==> config.mk <==
export PLATFORM = sky130hd
export DESIGN_NAME = bf_req_ingress
export DESIGN_NICKNAME = d
export VERILOG_FILES = /design/src/verilog/bf_pkg.sv /design/src/verilog/bf_req_ingress.sv
export VERILOG_INCLUDE_DIRS = /design/src /design/src/verilog
export SDC_FILE = /design/constraint.sdc
export NUM_CORES = 1
export LEC_CHECK = 0
export CAP_MARGIN = 20
export CORE_MARGIN = 4
export CORE_UTILIZATION = 55
export DETAILED_ROUTE_END_ITERATION = 8
export DONT_BUFFER_PORTS = 1
export MAX_ROUTING_LAYER = met4
export PLACE_DENSITY = 0.76
export SLEW_MARGIN = 40
export SYNTH_ARGS = -nofsm -noshare
export SYNTH_HDL_FRONTEND = slang
export SYNTH_SLANG_ARGS = --single-unit
==> constraint.sdc <==
create_clock -name clk -period 2.7 [get_ports clk]
set_input_delay 0 -clock clk [delete_from_list [all_inputs] [get_ports clk]]
set_output_delay 0 -clock clk [all_outputs]
set_load 0.02 [all_outputs]
==> src/verilog/bf_defs.svh <==
`ifndef BF_DEFS_SVH
`define BF_DEFS_SVH

// counters held in one bucket word
`define BF_NUM_BUCKETS 12

// bits per counter, saturates at all ones
`define BF_BUCKET_BITS 4

// hash address width per bank
`define BF_ADDR_BITS 6

// ingress queue depth, same as the sender's starting credits
`define BF_CREDITS 4

// request tag width
`define BF_TAG_BITS 4

`endif

==> src/verilog/bf_pkg.sv <==
`include "bf_defs.svh"

package bf_pkg;

   // insert for a data packet, remove for its ack
   typedef enum logic {
      OP_INSERT = 1'b0,
      OP_REMOVE = 1'b1
   } bf_op_e;

   typedef logic [`BF_BUCKET_BITS-1:0] bucket_t;

   // index 0 is the newest time slot
   typedef bucket_t [`BF_NUM_BUCKETS-1:0] bucket_word_t;

   typedef struct packed {
      bf_op_e                  op;
      logic [`BF_TAG_BITS-1:0] tag;
      logic [`BF_ADDR_BITS-1:0] hash0; // bank 0 word
      logic [`BF_ADDR_BITS-1:0] hash1; // bank 1 word
   } bf_req_t;

   typedef struct packed {
      bf_op_e                  op;
      logic [`BF_TAG_BITS-1:0] tag;
      logic                    hit;  // both words nonzero before the update
   } bf_rsp_t;

endpackage

==> src/verilog/bf_req_ingress.sv <==
`include "bf_defs.svh"

module bf_req_ingress
   import bf_pkg::*;
(
   input  logic                     clk,
   input  logic                     rst_n,
   input  logic                     req_valid,
   input  bf_req_t                  req,
   output logic                     credit_return,
   output logic                     s1_valid,
   output bf_req_t                  s1_req,
   output logic [`BF_ADDR_BITS-1:0] rd_addr0,
   output logic [`BF_ADDR_BITS-1:0] rd_addr1
);

   localparam int PTR_W = $clog2(`BF_CREDITS);

   bf_req_t          q_mem [`BF_CREDITS];
   logic [PTR_W:0]   wr_ptr;  // extra bit tells full from empty
   logic [PTR_W:0]   rd_ptr;
   logic             q_empty;
   logic             q_full;
   logic             push;
   logic             pop;
   bf_req_t          head;

   assign q_empty = (wr_ptr == rd_ptr);
   assign q_full  = (wr_ptr[PTR_W] != rd_ptr[PTR_W]) &&
                    (wr_ptr[PTR_W-1:0] == rd_ptr[PTR_W-1:0]);

   // credits keep the sender from overrunning, full is only a guard
   assign push = req_valid && !q_full;
   assign pop  = !q_empty;

   assign head = q_mem[rd_ptr[PTR_W-1:0]];

   // bank reads start in the pop cycle
   assign rd_addr0      = head.hash0;
   assign rd_addr1      = head.hash1;
   assign credit_return = pop;

   always_ff @(posedge clk) begin
      if (push) begin
         q_mem[wr_ptr[PTR_W-1:0]] <= req;
      end
   end

   always_ff @(posedge clk) begin
      if (!rst_n) begin
         wr_ptr <= '0;
         rd_ptr <= '0;
      end else begin
         if (push) wr_ptr <= wr_ptr + 1'b1;
         if (pop)  rd_ptr <= rd_ptr + 1'b1;
      end
   end

   // stage 1 lines up with the bank read data
   always_ff @(posedge clk) begin
      if (!rst_n) begin
         s1_valid <= 1'b0;
      end else begin
         s1_valid <= pop;
      end
   end

   always_ff @(posedge clk) begin
      s1_req <= head;
   end

endmodule

# After elaboration in Yosys (flattened, before gate mapping)
# Memories as Yosys holds them, arrays and structs flattened. A register that Yosys moved wholly into a read port is not among the register bits.
# Cells that the tools add are included.
# W data, S select, Z words.
# totals
output_inout_bits	31
memories	1
reg_bits	24
ramBits	68
# mem_list
name	depth	width	rd	rd_clocked_by_memory_dff	write_ports	line	text
q_mem	4	17	1	1	1	bf_req_ingress.sv:19	bf_req_t q_mem [`BF_CREDITS];
# op_classes
n_mux	4
addsub	2
n_eq_ne	3
reduce_logical	4
# op_table
cell	n
$add A3 B1 Y3 const B	2
$mux W2	2
$eq A3 B3 Y1	1
$eq A2 B2 Y1	1
$logic_and A1 B1 Y1	2
$logic_not A1 Y1	2
$mux W1	2
$ne A1 B1 Y1	1

# Longest topological paths before layout
# logic_depth
word_depth	6
mapped_depth	5

# Worst setup path after synthesis
# No wires, ideal clock.
# synth_path
path_type	flip-flop to flip-flop
from	register wr_ptr[1]
to	memory q_mem[3][0] (netlist bit), enable pin
setup_time_ns	0.390
path_stages_with_launch	4
synth_period_minus_slack_ns	2.104
slack_ns	0.596
arrival_ns	1.713
cell_sequence	dfxtp_1 > xor2_1 > nor3_1 > nor2_1
# synth_via
elab_chain_cells	6
# synth_rtl
item	line	text
start: declaration	bf_req_ingress.sv:20	logic [PTR_W:0] wr_ptr;
start signal: assignment	bf_req_ingress.sv:54	if (push) wr_ptr <= wr_ptr + 1'b1;
$eq A2 B2 Y1	bf_req_ingress.sv:30	(wr_ptr[PTR_W-1:0] == rd_ptr[PTR_W-1:0]);
$logic_and A1 B1 Y1	bf_req_ingress.sv:29	assign q_full = (wr_ptr[PTR_W] != rd_ptr[PTR_W]) &&
$logic_not A1 Y1	bf_req_ingress.sv:33	assign push = req_valid && !q_full;
$logic_and A1 B1 Y1	bf_req_ingress.sv:33	
$mux W1	bf_req_ingress.sv:44	if (push) begin
$mux W1 (not written as such)	bf_req_ingress.sv:45	q_mem[wr_ptr[PTR_W-1:0]] <= req;
end: declaration	bf_req_ingress.sv:19	
# Several ways; a longest one is shown, not always the timed one.

# Worst setup path in the final report
# layout_path
from	register wr_ptr[0]
to	memory q_mem[0][8] (netlist bit), enable pin
# The elaborated chain is that of the path after synthesis.

==> flow_summary_export.csv <==
group,metric,value,unit
power,power_density,1020,mW/mm^2
yosys,syn_nets,207,
clock_network,clk_latency,360,ps
timing,fmaxAchievable,487,MHz
placement,place_ws,665,ps
placement,dpl.cell_count,245,
cells_and_area,syn_to_final_growth,11.2,%
yosys,syn_area,0.00343,sq mm
cells_and_area,drive_above_1_share,20.0,%
yosys,synth_top_area_cell,"edfxtp_1",
timing,slew_viol_final,0,
yosys,async_reset_ff_share,0,%
grt,grt.overflow.total,0,
route,drt_iter0_drc,98,
timing,hold_viol_final,0,
grt,grt_pass1_vias,1650,
timing,fin_setup_tns,0,ps
clock_network,tritoncts,"yes",
yosys,synthFlopType,"edfxtp_1",
cells_and_area,nFillCells,404,
route,ant_nets,0,
critical_path,cp_max_fo,17,
timing,finalSetupViolCount,0,
clock_network,clock_sinks,94,
outcome,outcome,"completed",
timing,whs,69.2,ps
timing,period_share,76.1,%
run,max_cap_viol_count,0,
yosys,synth.top_cell.area_share,59.5,%
grt,track_usage,16.9,%
grt,grt_pass1_wl,8880,microns
timing,fin_worst_skew,10.3,ps
critical_path,cp-end-kind,"register",
route,vias_per_cell,5.63,
cells_and_area,finalNonFillerCells,280,
floorplan,die_area,0.00757,sq mm
yosys,synthMuxAreaShare,12.0,%
route,drc,0,
critical_path,cp_cell_sequence,"xor2_1 -> o31a_2 -> and2_1 -> buf_4",
clock_network,cts-buffers-inserted,9,
yosys,synthAdderAreaFrac,1.82,%
critical_path,timing.critical_path.from_type,"register",
yosys,netlist_instances,182,
yosys,synth_compound_area_share,1.75,%
timing,worst_pin_slew,750,ps
clock_network,cts.path.max_buffers,2,
yosys,synth_cell_types,30,
yosys,synthSimpleGateAreaFrac,4.74,%
yosys,yosys-top-cells-area,"edfxtp_1, dfxtp_1, mux4_2",
critical_path,critPathKind,"register to register",
critical_path,crit_arrival,2090,ps
route,firstDrtPassIters,4,
clock_network,post_cts_buffers,0,
route,drt-total-wl,5510,microns
worst_hold_path,min_path_type,"input pin to register",
placement,gp_congestion,0.810,
critical_path,critPathRequiredTime,2740,ps
clock_network,clk_pin_slew_worst_paths,80,ps
floorplan,io-pin-count,51,
placement,io_buffer_count,0,
yosys,synth_xor_area_share,1.02,%
yosys,yosysWarnings,0,
route,vias,1577,
timing,min_period,2060,ps
power,leakage,1.29,nW
cells_and_area,fin_nets,225,
yosys,postSynthAreaPerCell,18.9,sq um
floorplan,design.core.area,0.00599,sq mm
floorplan,rows,28,
timing,worst_slack,645,ps
yosys,synth_top_family_by_area,"multiplexers",
critical_path,cp_slowest_cell,"xor2_1",
floorplan,start_util,57.3,%
floorplan,die_x,87.0,microns
clock_network,clock-root-buffer,"clkbuf_8",
timing,rsz0062_at_grt,"no",
power,max-vdd-ir-drop,0.594,mV
route,wl_per_cell,19.7,microns
cells_and_area,diodes,0,
grt,antenna_found_initial,0,
timing,worst_slew_margin_rel,49.9,%
critical_path,critical_path.max_stage_delay,630,ps
placement,hpwl,3510,microns
yosys,synth_edf_count,68,
floorplan,die_y,87.0,microns
clock_network,cts_max_level,3,
yosys,ys_seq_area_share,74.6,%
grt,grt_max_degree,18,
yosys,synth_seq_cells,94,
what timing repair did:
action | in CTS | in global routing
endpoints found under the hold margin | 77 | 0
endpoints found under the setup margin | 0 | 0
hold buffers | 19 | 0
gates resized for setup | 0 | 0
per-stage QoR:
stage               power (mW)  cell area (sq um)  util (%)
finish                    3.88               3820      63.7
global placement          3.04               3450      57.6
floorplan                 3.03               3430         -
detailed placement        3.08               3450      57.6
global route              4.08               3820      63.7
CTS                       3.92               3820      63.7
per-layer routing:
| layer | GRT usage, % | part of all wire, % | vias up |
|---|---|---|---|
| li1 | - | - | 721 |
| met1 | 20.1 | 42 | 796 |
| met2 | 26.2 | 50 | 51 |
| met3 | 6.15 | 6.8 | 9 |
| met4 | 6.80 | 1.7 | 0 |
| met5 | - | 0 | - |
registers in the layout, summed over array words and instances (netlist names), named ones only:
| register | count |
|---|---|
| q_mem | 68 |
| s1_valid | 1 |
| wr_ptr | 3 |
| rd_ptr | 3 |
| s1_req | 17 |
layout make-up:
class	count	area, sq um	area share (%)
Clock buffer	11	141	3.70
Clock inverter	5	36.3	0.951
Inverter	5	18.8	0.492
Multi-Input combinational cell	66	736	19.3
Sequential cell	94	2560	67.2
Tap cell	75	93.8	2.46
Timing Repair Buffer	24	228	5.97
logic make-up (layout without fill, tap and decap cells):
group | after synthesis | in the layout
AO/OA/AOI/OAI | 9 | 9
AND/OR/NAND/NOR | 28 | 28
flip-flops | 94 | 94
adder cells (fa/ha/maj) | 5 | 5
multiplexers | 20 | 20
buffers and inverters | 22 | 45
XOR/XNOR | 4 | 4
Yosys cell counts, drive strengths merged (2+ instances only):
cell type	n
edfxtp	68
dfxtp	26
mux4	17
buf	16
nand2	9
ha	5
inv	5
a31oi	3
and2	3
mux2i	3
nand2b	3
or3	3
xor2	3
nor2	2
nor3	2
o21ai	2
or4	2
final timing paths:
| kind | start | endpoint | slack (ps) | depth (start not counted) |
|---|---|---|---|---|
| worst max register to register | wr_ptr[0] | q_mem[0][8] | 640 | 4 |
| worst min register to register | rd_ptr[0] | rd_ptr[0] | 550 | 2 |
| worst max-delay path | wr_ptr[0] | q_mem[0][8] | 640 | 4 |
| worst min-delay path | req_valid | wr_ptr[1] | 70 | 3 |
power by group:
group / switching (mW) / internal (mW) / leakage, nW
Combinational: 0.537 / 0.358 / 0.365
Clock: 0.459 / 0.359 / 0.0815
Sequential: 0.310 / 1.86 / 0.842
Total: 1.31 / 2.58 / 1.29
critical path, delay by kind of cell, from the launching register on:
| kind | cells | cell delay (ps) |
|---|---|---|
| simple gates | 1 | 120 |
| flops | 1 | 450 |
| buf+inv | 1 | 260 |
| xor+xnor | 1 | 630 |
| compound gates | 1 | 260 |
placed cells by master, fill, tap and decap left out, types with 2 or more instances in the layout:
cell type / instances
xor2_1: 3
ha_1: 5
and2_1: 3
o21ai_0: 2
a31oi_1: 3
or3_1: 3
nand2_1: 9
nand2b_1: 3
dfxtp_1: 25
clkbuf_8: 10
mux4_2: 17
or4_1: 2
inv_1: 5
buf_4: 5
dlygate4sd3_1: 19
clkinvlp_4: 3
edfxtp_1: 68
mux2i_1: 3
Power figures use the tool's default switching activity.
