### src/verilog/bf_defs.svh
`ifndef BF_DEFS_SVH
`define BF_DEFS_SVH

// counters held in one bucket word
`define BF_NUM_BUCKETS 12

// bits per counter, saturates at all ones
`define BF_BUCKET_BITS 4

// hash address width per bank
`define BF_ADDR_BITS 6

// ingress queue depth, same as the sender's starting credits
`define BF_CREDITS 4

// request tag width
`define BF_TAG_BITS 4

`endif

### src/verilog/bf_pkg.sv
`include "bf_defs.svh"

package bf_pkg;

   // insert for a data packet, remove for its ack
   typedef enum logic {
      OP_INSERT = 1'b0,
      OP_REMOVE = 1'b1
   } bf_op_e;

   typedef logic [`BF_BUCKET_BITS-1:0] bucket_t;

   // index 0 is the newest time slot
   typedef bucket_t [`BF_NUM_BUCKETS-1:0] bucket_word_t;

   typedef struct packed {
      bf_op_e                  op;
      logic [`BF_TAG_BITS-1:0] tag;
      logic [`BF_ADDR_BITS-1:0] hash0; // bank 0 word
      logic [`BF_ADDR_BITS-1:0] hash1; // bank 1 word
   } bf_req_t;

   typedef struct packed {
      bf_op_e                  op;
      logic [`BF_TAG_BITS-1:0] tag;
      logic                    hit;  // both words nonzero before the update
   } bf_rsp_t;

endpackage

### src/verilog/bf_bucket_update.sv
`include "bf_defs.svh"

module bf_bucket_update
   import bf_pkg::*;
(
   input  logic                     clk,
   input  logic                     rst_n,
   input  logic                     s1_valid,
   input  bf_req_t                  s1_req,
   input  bucket_word_t             rd_word0,
   input  bucket_word_t             rd_word1,
   output logic                     wr_en,
   output logic [`BF_ADDR_BITS-1:0] wr_addr0,
   output logic [`BF_ADDR_BITS-1:0] wr_addr1,
   output bucket_word_t             wr_word0,
   output bucket_word_t             wr_word1,
   output logic                     rsp_valid,
   output bf_rsp_t                  rsp
);

   localparam bucket_t BKT_MAX = '1;

   // write committed to the banks one cycle ago
   logic                     hist_en;
   logic [`BF_ADDR_BITS-1:0] hist_addr0;
   logic [`BF_ADDR_BITS-1:0] hist_addr1;
   bucket_word_t             hist_word0;
   bucket_word_t             hist_word1;

   bucket_word_t cur_word0;
   bucket_word_t cur_word1;
   bucket_word_t nxt_word0;
   bucket_word_t nxt_word1;
   logic         present0;
   logic         present1;

   // the write going out this cycle is newer than the committed one,
   // and neither is visible yet in the bank read data
   function automatic bucket_word_t fwd_word(
      input logic [`BF_ADDR_BITS-1:0] addr,
      input bucket_word_t             bank_word,
      input logic                     new_en,
      input logic [`BF_ADDR_BITS-1:0] new_addr,
      input bucket_word_t             new_word,
      input logic                     old_en,
      input logic [`BF_ADDR_BITS-1:0] old_addr,
      input bucket_word_t             old_word
   );
      bucket_word_t sel;
      sel = bank_word;
      if (new_en && new_addr == addr) begin
         sel = new_word;
      end else if (old_en && old_addr == addr) begin
         sel = old_word;
      end
      return sel;
   endfunction

   // insert bumps slot 0, remove takes one from the lowest nonzero slot
   function automatic bucket_word_t lane_update(
      input bf_op_e       op,
      input bucket_word_t cur
   );
      bucket_word_t nxt;
      logic         found;
      nxt   = cur;
      found = 1'b0;
      if (op == OP_INSERT) begin
         if (cur[0] != BKT_MAX) begin
            nxt[0] = cur[0] + 1'b1;   // saturating
         end
      end else begin
         for (int i = 0; i < `BF_NUM_BUCKETS; i++) begin
            if (!found && cur[i] != '0) begin
               nxt[i] = cur[i] - 1'b1;
               found  = 1'b1;
            end
         end
      end
      return nxt;
   endfunction

   always_comb begin
      cur_word0 = fwd_word(s1_req.hash0, rd_word0, wr_en, wr_addr0, wr_word0,
                           hist_en, hist_addr0, hist_word0);
      cur_word1 = fwd_word(s1_req.hash1, rd_word1, wr_en, wr_addr1, wr_word1,
                           hist_en, hist_addr1, hist_word1);
      present0  = |cur_word0;
      present1  = |cur_word1;
      nxt_word0 = lane_update(s1_req.op, cur_word0);
      nxt_word1 = lane_update(s1_req.op, cur_word1);
   end

   always_ff @(posedge clk) begin
      if (!rst_n) begin
         wr_en     <= 1'b0;
         rsp_valid <= 1'b0;
         hist_en   <= 1'b0;
      end else begin
         wr_en     <= s1_valid;
         rsp_valid <= s1_valid;  // one response per request, in order
         hist_en   <= wr_en;
      end
   end

   always_ff @(posedge clk) begin
      wr_addr0   <= s1_req.hash0;
      wr_addr1   <= s1_req.hash1;
      wr_word0   <= nxt_word0;
      wr_word1   <= nxt_word1;
      rsp.op     <= s1_req.op;
      rsp.tag    <= s1_req.tag;
      rsp.hit    <= present0 & present1;
      hist_addr0 <= wr_addr0;
      hist_addr1 <= wr_addr1;
      hist_word0 <= wr_word0;
      hist_word1 <= wr_word1;
   end

endmodule

### config.mk
export PLATFORM = sky130hd
export DESIGN_NAME = bf_bucket_update
export DESIGN_NICKNAME = d
export VERILOG_FILES = /design/src/verilog/bf_pkg.sv /design/src/verilog/bf_bucket_update.sv
export VERILOG_INCLUDE_DIRS = /design/src /design/src/verilog
export SDC_FILE = /design/constraint.sdc
export NUM_CORES = 1
export LEC_CHECK = 0
export ABC_AREA = 1
export BUFFER_PORTS_ARGS = -buffer_cell sky130_fd_sc_hd__buf_2
export CAP_MARGIN = 25
export CORE_AREA = 2 2 168 170
export CTS_CLUSTER_DIAMETER = 50
export DETAILED_ROUTE_END_ITERATION = 6
export DIE_AREA = 0 0 170 172
export PLACE_DENSITY = 0.69
export SYNTH_ARGS = -nofsm -noshare
export SYNTH_HDL_FRONTEND = slang
export SYNTH_SLANG_ARGS = --single-unit
### constraint.sdc
create_clock -name clk -period 5.7 [get_ports clk]
set_clock_uncertainty 0.2 [all_clocks]
set_input_delay 0.57 -clock clk [delete_from_list [all_inputs] [get_ports clk]]
set_output_delay 0.57 -clock clk [all_outputs]
set_load 0.01 [all_outputs]
Yosys cells after proc, flatten, opt, wreduce, memory -nomap -nowiden

Index checks and enable logic that the tools add are counted.

Register bits after elaboration: 224
Word-level logic and storage cells: 242

$add $sub $neg: 26
Eq/ne operators: 6
Multiplexer cells: 78
Bitwise gates (word level): 1
Reduce and logical (&&, ||, !) cells: 74

Operators by type and width:

| cell                  | count |
|---|---|
| $mux W48              | 4 |
| $mux W4               | 28 |
| $reduce_bool A4 Y1    | 24 |
| $reduce_or A48 Y1     | 2 |
| $sub A4 B1 Y4 const B | 24 |
| $mux W44              | 2 |
| $mux W1               | 44 |
| $logic_and A1 B1 Y1   | 26 |
| $eq A6 B6 Y1          | 4 |
| $logic_not A1 Y1      | 22 |
| $add A4 B1 Y4 const B | 2 |
| $ne A4 B4 Y1 const B  | 2 |
| $and A1 B1 Y1         | 1 |

Depth between registers and ports, before layout

Gate-level depths: netlist of run 1.

Depth in word-level cells: 51
Depth in mapped cells: 24

Worst setup path after synthesis of run 1

Ideal clock, no wire load.

Kind: input to register
Start point: input port s1_req[1] (netlist name)
End point: register wr_word1[43] (netlist name)
Data arrival time: 3195 ps
Data required time: 5391 ps
Setup slack: 2196 ps
Stages: 20
Cell sequence: inv_1 > or2_1 > nand3_1 > nor2_1 > nand2_4 > buf_6 > buf_8 > buf_2 > buf_2 > o21ai_0 > ha_1 > nand3_1 > nor2_1 > nand3_2 > nor2_4 > nand4_4 > nor2_4 > nand3_1 > nand2_1 > inv_1

RTL lines:

| what                 | RTL line                | RTL |
|---|---|---|
| from (decl)          | bf_bucket_update.sv:9   | `input bf_req_t s1_req,` |
| to (signal assigned) | bf_bucket_update.sv:110 | `wr_word1 <= nxt_word1;` |
| to (decl)            | bf_bucket_update.sv:16  | `output bucket_word_t wr_word1,` |

==> metrics list, run 1 <==
- Result of the run: completed
- The clock passes through at most 3 buffers.
* Number of cells on the critical path: 17
- After synthesis, the share of cell area in mux cells is 0.9497%.
- Count of cells resized by post-cts repair: 0
* Xor/xnor share of the synthesized area: 4.135%
* Number of vias in the routed layout: 9,552
- TritonCTS created 28 clock buffers.
- Setup violations remaining at the end of the flow were counted as 0.
- Static timing analysis puts the maximum clock frequency at 233.2 MHz.
* Area of the core: 0.02748 mm2
* RSZ-0062 raised after global routing: false
- Vias in the first global route: 9,123
- Vertical die dimension: 172 um
- Share of layout cells above drive strength 1: 23.08%
* Final core utilization: 48.39%
- The worst setup path is launched from a primary input.
* Cell type group with the largest total delay on the critical path: simple AND/OR/NAND/NOR gates
* Post-route clock period utilization: 75.24%
* Remaining global-route overflow: 0
* Main flop type after synthesis: sky130_fd_sc_hd__dfxtp_1
- For the pin with the worst max-slew slack, the measured transition is 0.9797 ns.
- Across the VDD grid, the largest voltage drop is 0.2502 mV.
- The setup path with the least slack is of type in -> reg.
- Post-layout minimum cycle time: 4.289 ns
- Worst-path cell with the longest stage delay: sky130_fd_sc_hd__dlygate4sd3_1
- TritonCTS built the clock tree.
- Post-placement setup slack: 1.411 ns
* Later-pin clock latency in the skew report: 0.53 ns
* Clk sinks: 224
- Syn-to-layout area delta: 23.07%
- DRC violation total after the first TritonRoute iteration: 600
- Post-CTS setup-driven buffer insertion count: 0
* Synthesized flop and latch total: 224
- Distinct cell type count after synthesis: 57
- Detailed placer's ending HPWL: 20.25 mm
- Number of rows in the core area: 61
- Counting instances, the worst hold path has a depth of 3.
- Top post-synthesis cells by area: sky130_fd_sc_hd__dfxtp_1 42%, sky130_fd_sc_hd__nand2_1 11%, sky130_fd_sc_hd__inv_1 7.6%
- At the worst endpoint, the arrival time is 4.50 ns.
* Final slew viol count: 0
* Largest family of logic cells by synthesized area: simple AND/OR/NAND/NOR gates
* Simple-gate portion of the synthesized area: 27.77%
* Antenna violations before repair: 0
* Cell taking the most area after synthesis: sky130_fd_sc_hd__dfxtp_1
- Crit-path max FO: 33
* Number of cells traversed by the worst register-to-register path: 14
- In this run the cell area of the synthesized design comes to 0.01080 mm2.
- Die W: 170 um
- Worst rel slew slack: 34.69%
* Average cell area after synthesis: 7.744 um2
- For this run, the slowest stage of the critical path takes 0.54 ns.
- In this run the power density over the cells is 298.9 mW/mm2.
* Crit end category: register
- LEAKAGE: 0.006753 uW
- In this run the remaining antenna-violating nets after routing total 0.
* Clock Tree Root: sky130_fd_sc_hd__clkbuf_16
- Sequential cells were found to cover 41.51% of the synthesized design area.
* Critical Path Most Common Cell: sky130_fd_sc_hd__nor2_2
* Post-synthesis share of cell area spent on full adders, half adders and majority gates: 5.328%
- Pin count of the biggest net entering global routing: 92
* Portion of synthesized cell area occupied by the leading cell type: 41.51%
* Fraction of synthesis flops using an asynchronous set or reset pin: 0%
- Critical path buffer and inverter count: 4
* First-pass GRT wire length: 44.15 mm
- The count of buffers added on input and output ports is 231.
- Number of warning messages in the yosys log: 0
- Final critical-path setup slack: 1.411 ns
- Walking the worst path, the cells encountered are dlygate4sd3_1 -> buf_2 -> inv_1 -> o21ai_0 -> nor2_1 -> nand3_2 -> buf_4 -> o21ai_0 -> ha_1 -> nand2_1 -> nor2_2 -> nand3_2 -> nor2_2 -> nand2_1 -> nor2_2 -> nand3_1 -> xor2_1.
* Req. time, crit path: 5.91 ns
- Number of nets in the finished design: 1,797
- Clock slew at reported path FFs: 0.06 ns
- Final Total Pwr: 3974 uW
- After detailed routing, the average wire length per cell comes to 13.82 um.
- On the final layout, the worst hold slack is 0.03506 ns.
- Setup tns final: 0 ns
- Detailed-routing iteration count for the pre-antenna-repair pass: 6
- 0 antenna diodes ended up in the layout.
* Die area: 0.02924 mm2
* Count of flip-flops with a built-in enable after synthesis: 0
- Compound-Gate Fraction of Synth Area: 9.764%
* Nets in the synthesized netlist: 1,557
- The count of final hold-check violations is 0.
- After detailed routing, the number of vias per cell comes to 4.774.
- Last weighted congestion value of the routability-driven placer: 0.9157
- Initial Utilization: 39.32%
- Io pins: 232
* Global Route Usage Sum: 18.46%
- For this run, design rule violations remaining after detail routing come to 0.
- CTS H-Tree Depth: 1
- The tool flagged a number of max-cap violations equal to 0.
- Synthesis produced a netlist whose cell count is 1,395.
- Post-detailed-routing wire length: 27.66 mm
- The tightest min-delay check is of the in -> reg type.
[cells in the mapped netlist (8+ instances only)]
master / count
sky130_fd_sc_hd__ha_1: 46
sky130_fd_sc_hd__o21ai_0: 64
sky130_fd_sc_hd__nand3_2: 11
sky130_fd_sc_hd__clkbuf_1: 14
sky130_fd_sc_hd__o211ai_1: 33
sky130_fd_sc_hd__or2_2: 10
sky130_fd_sc_hd__a21oi_1: 26
sky130_fd_sc_hd__mux2i_1: 8
sky130_fd_sc_hd__nand2_1: 323
sky130_fd_sc_hd__nor2_2: 22
sky130_fd_sc_hd__xnor2_1: 17
sky130_fd_sc_hd__o21ai_1: 24
sky130_fd_sc_hd__buf_6: 9
sky130_fd_sc_hd__xor2_1: 34
sky130_fd_sc_hd__buf_2: 13
sky130_fd_sc_hd__inv_2: 11
sky130_fd_sc_hd__nand4_1: 21
sky130_fd_sc_hd__nor3_1: 8
sky130_fd_sc_hd__nand3_1: 119
sky130_fd_sc_hd__inv_1: 219
sky130_fd_sc_hd__dfxtp_1: 224
sky130_fd_sc_hd__nor2_1: 53
sky130_fd_sc_hd__nor2_4: 15
[where the power goes]
part / leakage (uW) / internal, uW / switching, uW
sequential: 0.00189 / 1670 / 58.6
clock: 0.000471 / 1160 / 680
combinational: 0.00439 / 166 / 237
[routing by layer]
metal  share of wire, %  track usage (%)  vias to the layer above
li1                   -                -                     4915
met1                 44            23.10                     4351
met2                 47            32.48                      252
met3                7.3            4.143                       34
met4                1.5            4.162                        0
met5                  0                0                        -
[through the flow]
step	instance area [um2]	instances
2_1_floorplan	10800	1395
3_5_place_dp	12150	1934
6_report	13300	2001
4_1_cts	13300	2001
5_1_grt	13300	2001
3_3_place_gp	12150	1934
[logic make-up after synthesis]
family	Yosys count
AND/OR/NAND/NOR	616
buffers and inverters	274
flip-flops	224
AO/OA/AOI/OAI	174
XOR/XNOR	51
adder cells (fa/ha/maj)	46
multiplexers	10
[final timing paths]
path	slack, ns	endpoint	startpoint
max reg2reg	1.72	wr_word0[27]	rsp_valid
min reg2reg	0.16	hist_word0[13]	wr_word0[13]
max	1.41	wr_word0[27]	s1_req[9]
min	0.04	rsp_valid	rst_n
[placed cells by master (no fill, tap or decap), drive strengths merged, types with 5 or more instances in the layout]
master,instances
a21oi,27
buf,234
clkbuf,39
clkinv,5
dfxtp,224
dlygate4sd3,17
ha,46
inv,233
mux2i,8
nand2,332
nand3,130
nand4,24
nor2,91
nor3,14
o211ai,39
o21ai,91
o22ai,5
or2,16
xnor2,17
xor2,34
[worst reg2reg max path: cells and delay by family, from the launching register on]
kind,cells,cell delay [ns]
AND/OR/NAND/NOR,9,1.77
AO/OA/AOI/OAI,2,0.56
flip-flops,1,0.44
XOR/XNOR,1,0.17
adder cells (fa/ha/maj),1,0.27
buffers and inverters,1,0.45
[final cells by class]
type / instances / area (um2)
repair buffers: 251 / 1349
clock inverters: 11 / 167.7
fillers: 2685 / 14180
well taps: 346 / 432.9
flip-flops and latches: 224 / 4484
inverters: 233 / 878.3
clock buffers: 39 / 803.3
multi-input cells: 897 / 5180
[flip-flops by register name (all words and copies together) (netlist names)]
register / count
wr_addr0: 6
hist_word1: 48
hist_word0: 48
rsp: 6
wr_word0: 48
hist_en: 1
wr_addr1: 6
wr_word1: 48
hist_addr0: 6
rsp_valid: 1
hist_addr1: 6
[timing repair]
action / in CTS / in global routing
setup endpoints to repair: 0 / 0
hold buffers: 17 / 0
hold endpoints to repair: 17 / 0
(Power assumes the default switching activity.)
==> run 2: changes to the inputs <==
--- a/config.mk
+++ b/config.mk
@@ -6,14 +6,14 @@
 export SDC_FILE = /design/constraint.sdc
 export NUM_CORES = 1
 export LEC_CHECK = 0
-export ABC_AREA = 1
+export ABC_AREA = 0
 export BUFFER_PORTS_ARGS = -buffer_cell sky130_fd_sc_hd__buf_2
 export CAP_MARGIN = 25
-export CORE_AREA = 2 2 168 170
+export CORE_AREA = 2 2 166 168
 export CTS_CLUSTER_DIAMETER = 50
 export DETAILED_ROUTE_END_ITERATION = 6
-export DIE_AREA = 0 0 170 172
-export PLACE_DENSITY = 0.69
+export DIE_AREA = 0 0 168 170
+export PLACE_DENSITY = 0.71
 export SYNTH_ARGS = -nofsm -noshare
 export SYNTH_HDL_FRONTEND = slang
 export SYNTH_SLANG_ARGS = --single-unit
==> constraint.sdc (replaced) <==
create_clock -name clk -period 3.8 [get_ports clk]
set_clock_uncertainty 0.2 [all_clocks]
set_input_delay 0.38 -clock clk [delete_from_list [all_inputs] [get_ports clk]]
set_output_delay 0.38 -clock clk [all_outputs]
set_load 0.01 [all_outputs]
==> run 2 against run 1 <==
Net effect: worst setup slack got worse by 1.3 ns; critical path depth down 2; synthesized cell count down 12%; wire length increased by 18%; final cell count is 2.6% lower; sequential cell count stayed put; core utilization increased by 5.6 points; die area down 2.3%; largest cell class unchanged; clock power grew 67%; via count increased by 8.5%.
==> metrics list, run 2 <==
- Total power for the finished layout comes to 6354 uW.
- The synthesized design contains 224 register bits.
- Share of layout cells above drive strength 1: 29.74%
* RSZ-0062 raised after global routing: true
- Summed over all cells, the static leakage comes to 0.006242 uW.
- Last weighted congestion value of the routability-driven placer: 0.8951
- Distinct cell type count after synthesis: 72
- Post-route clock period utilization: 98.02%
* Maxcap violations: 0
* Type of the worst setup path: in -> reg
- Of all cell types, the one taking the most synthesized area is sky130_fd_sc_hd__dfxtp_1.
- The most common cell in the synthesized netlist is sky130_fd_sc_hd__dfxtp_1.
- Dividing the detail-routed wire length by the instance count gives 16.82 um.
* Pin count of the biggest net entering global routing: 33
* Clock Tree Root: sky130_fd_sc_hd__clkbuf_16
* Post-placement setup slack: -0.1931 ns
* Startpoint kind of the worst setup timing path: primary input
- Data arrives at the worst endpoint at 3.95 ns.
* Number of nets in the finished design: 1,742
* Result of the run: completed
- In this run, the number of DRC markers left after iteration 0 of detailed routing was 897.
- The total overflow left after global routing is 0.
- After synthesis, the share of flip-flops with an asynchronous set or reset is 0%.
- Main flop type after synthesis: sky130_fd_sc_hd__dfxtp_1
- In the routed design, unresolved DRC markers number 0.
* CTS H-Tree Depth: 1
* Number of warning messages in the yosys log: 0
- For the worst-skew pair, the clock arrives at the later sink with an insertion delay of 0.55 ns.
- Setup slack closes at 0.07527 ns.
- In this run, synthesis inferred 0 flip-flops with an integrated enable.
* Most frequent cells in the layout: 231 x sky130_fd_sc_hd__buf_2, 224 x sky130_fd_sc_hd__dfxtp_1, 216 x sky130_fd_sc_hd__nand2_1
- Final slew viol count: 0
- Dividing the detail-routed via count by the number of cells gives 5.320.
* Number of buffers added by the clock tree synthesis step: 30
- The floorplan has 60 rows.
* Crit-path max FO: 7
- The library cell used most frequently in the layout, excluding fill and tap cells, is sky130_fd_sc_hd__buf_2.
- Top post-synthesis cells by area: sky130_fd_sc_hd__dfxtp_1 43%, sky130_fd_sc_hd__nand2_1 7.8%, sky130_fd_sc_hd__xnor2_1 5.7%
* Maximum resistive drop on vdd: 0.3618 mV
- In this run, placement finished with an instance count of 1,863.
* Portion of synthesized cell area occupied by the leading cell type: 42.54%
* Number of failing hold endpoints at the final stage: 0
* Global Route Usage Sum: 21.98%
- Req. time, crit path: 4.03 ns
- Number of buffers added on ports: 231
- Counting along the longest clock path gives a buffer depth of 3.
- Post-layout minimum cycle time: 3.725 ns
- Setup violations remaining at the end of the flow were counted as 0.
* Nets in the synthesized netlist: 1,394
- Headroom to the max-slew limit came out at 54.93%.
- The die is 168 um wide.
* Post-route non-filler standard cell count: 1,948
* Most used standard cells in the synthesized netlist: 224 x sky130_fd_sc_hd__dfxtp_1, 219 x sky130_fd_sc_hd__nand2_1, 135 x sky130_fd_sc_hd__nor2_1, 70 x sky130_fd_sc_hd__a31oi_1, 69 x sky130_fd_sc_hd__xnor2_1
- Class of the most critical hold timing path: in -> reg
- The initial antenna violation count was 3.
- Area of the core: 0.02665 mm2
- For this configuration, the core starts out at a cell density of 39.56%.
- Post-synthesis cell area: 0.01054 mm2
- Relative to the synthesized area, the layout overhead comes to 36.35%.
- Vias in the first global route: 10,047
- Final core utilization: 53.94%
- Detailed-routing iteration count for the pre-antenna-repair pass: 5
- The die covers 0.02856 mm2.
* Clock slew at reported path FFs: 0.06 ns
- 232 I/O pins were placed.
- At the pin with the least slew margin, the transition time is 0.6676 ns.
- Highest achievable clock rate: 268.5 MHz
- Once detailed placement completed, the half-perimeter wirelength came to 23.60 mm.
- Vertical die dimension: 170 um
- The final route contains 10,363 vias.
- For this design the ratio of total power to cell area is 442.0 mW/mm2.
* Average cell area after synthesis: 8.557 um2
- Post-detailed-routing wire length: 32.76 mm
* Setup tns final: 0 ns
- TritonCTS built the clock tree.
- The detail route stage leaves a number of antenna-violating nets equal to 0.
* First-pass GRT wire length: 51.06 mm
- Sequential share of the synthesized area: 42.54%
* Crit end category: register
- The tree built by TritonCTS fans out to 224 sinks.
- Cell count after synthesis: 1,232
run 2: changes by cell type after synthesis, sizes merged, moves of 44 or more:
cell,delta
inv,-201
nand2,-113
a31oi,+74
nand3,-96
xnor2,+52
nor2,+44
o21ai,-44
run 2: worst paths after layout:
| kind | startpoint | endpoint | slack, ns | cells past startpoint |
|---|---|---|---|---|
| worst max register to register | hist_addr0[1] | wr_word0[30] | 0.31 | 13 |
| worst min register to register | wr_word1[12] | hist_word1[12] | 0.16 | 0 |
| worst max-delay path | s1_req[7] | wr_word0[30] | 0.08 | 15 |
| worst min-delay path | rd_word1[47] | wr_word1[47] | 0.03 | 4 |
run 2: report_power, final:
part	switching, uW	internal (uW)	leakage, uW
registers	113	2500	0.00189
clock network	1140	1930	0.000536
logic	359	311	0.00382
total	1610	4740	0.00624
run 2: cell families after synthesis:
kind of cell | synth area share, %
AND/OR/NAND/NOR | 22.98
flip-flops | 42.54
adder cells (fa/ha/maj) | 5.459
multiplexers | 4.261
buffers and inverters | 3.762
AO/OA/AOI/OAI | 14.53
XOR/XNOR | 6.480
run 2: final cells by class:
class | count | area [um2]
fillers | 2384 | 12280
multi-input cells | 920 | 5848
repair buffers | 374 | 2392
diodes | 3 | 7.507
well taps | 341 | 426.7
clock buffers | 37 | 838.3
flip-flops and latches | 224 | 4484
inverters | 30 | 112.6
clock inverters | 19 | 265.3
run 2: critical path, cell delays in order:
cell,delay [ns]
sky130_fd_sc_hd__dlygate4sd3_1,0.53
sky130_fd_sc_hd__buf_2,0.15
sky130_fd_sc_hd__xor2_1,0.19
sky130_fd_sc_hd__or3_4,0.44
sky130_fd_sc_hd__nor2_4,0.27
sky130_fd_sc_hd__nand2_1,0.11
sky130_fd_sc_hd__a31oi_2,0.23
sky130_fd_sc_hd__inv_1,0.12
sky130_fd_sc_hd__ha_1,0.22
sky130_fd_sc_hd__nor3b_1,0.15
sky130_fd_sc_hd__and4_2,0.25
sky130_fd_sc_hd__a31oi_4,0.34
sky130_fd_sc_hd__nor2_1,0.12
sky130_fd_sc_hd__nand3_1,0.11
sky130_fd_sc_hd__mux2_2,0.33
run 2: per-stage QoR:
step | hold slack (ns) | area [um2]
6_report | 0.03474 | 14380
5_1_grt | 0.04372 | 14370
4_1_cts | 0.01810 | 14140
3_5_place_dp | 0.1547 | 12830
3_3_place_gp | 0.1524 | 12830
2_1_floorplan | 0.1904 | 10550
run 2: repair_timing:
| item | in CTS | in global routing |
|---|---|---|
| pin swaps | 0 | 8 |
| gates resized for setup | 1 | 31 |
| hold buffers | 20 | 0 |
| setup buffers | 0 | 5 |
| cloned | 0 | 1 |
| endpoints found under the hold margin | 19 | 0 |
| endpoints found under the setup margin | 1 | 51 |
run 2: routing by layer:
| layer | share of wire [%] | wire, um | GRT usage (%) | up-vias |
|---|---|---|---|---|
| li1 | - | - | - | 5031 |
| met1 | 43 | 14090 | 27.81 | 4784 |
| met2 | 45 | 14690 | 36.17 | 444 |
| met3 | 7.9 | 2594 | 4.651 | 100 |
| met4 | 4.2 | 1361 | 9.830 | 4 |
| met5 | 0.073 | 24 | 0 | - |
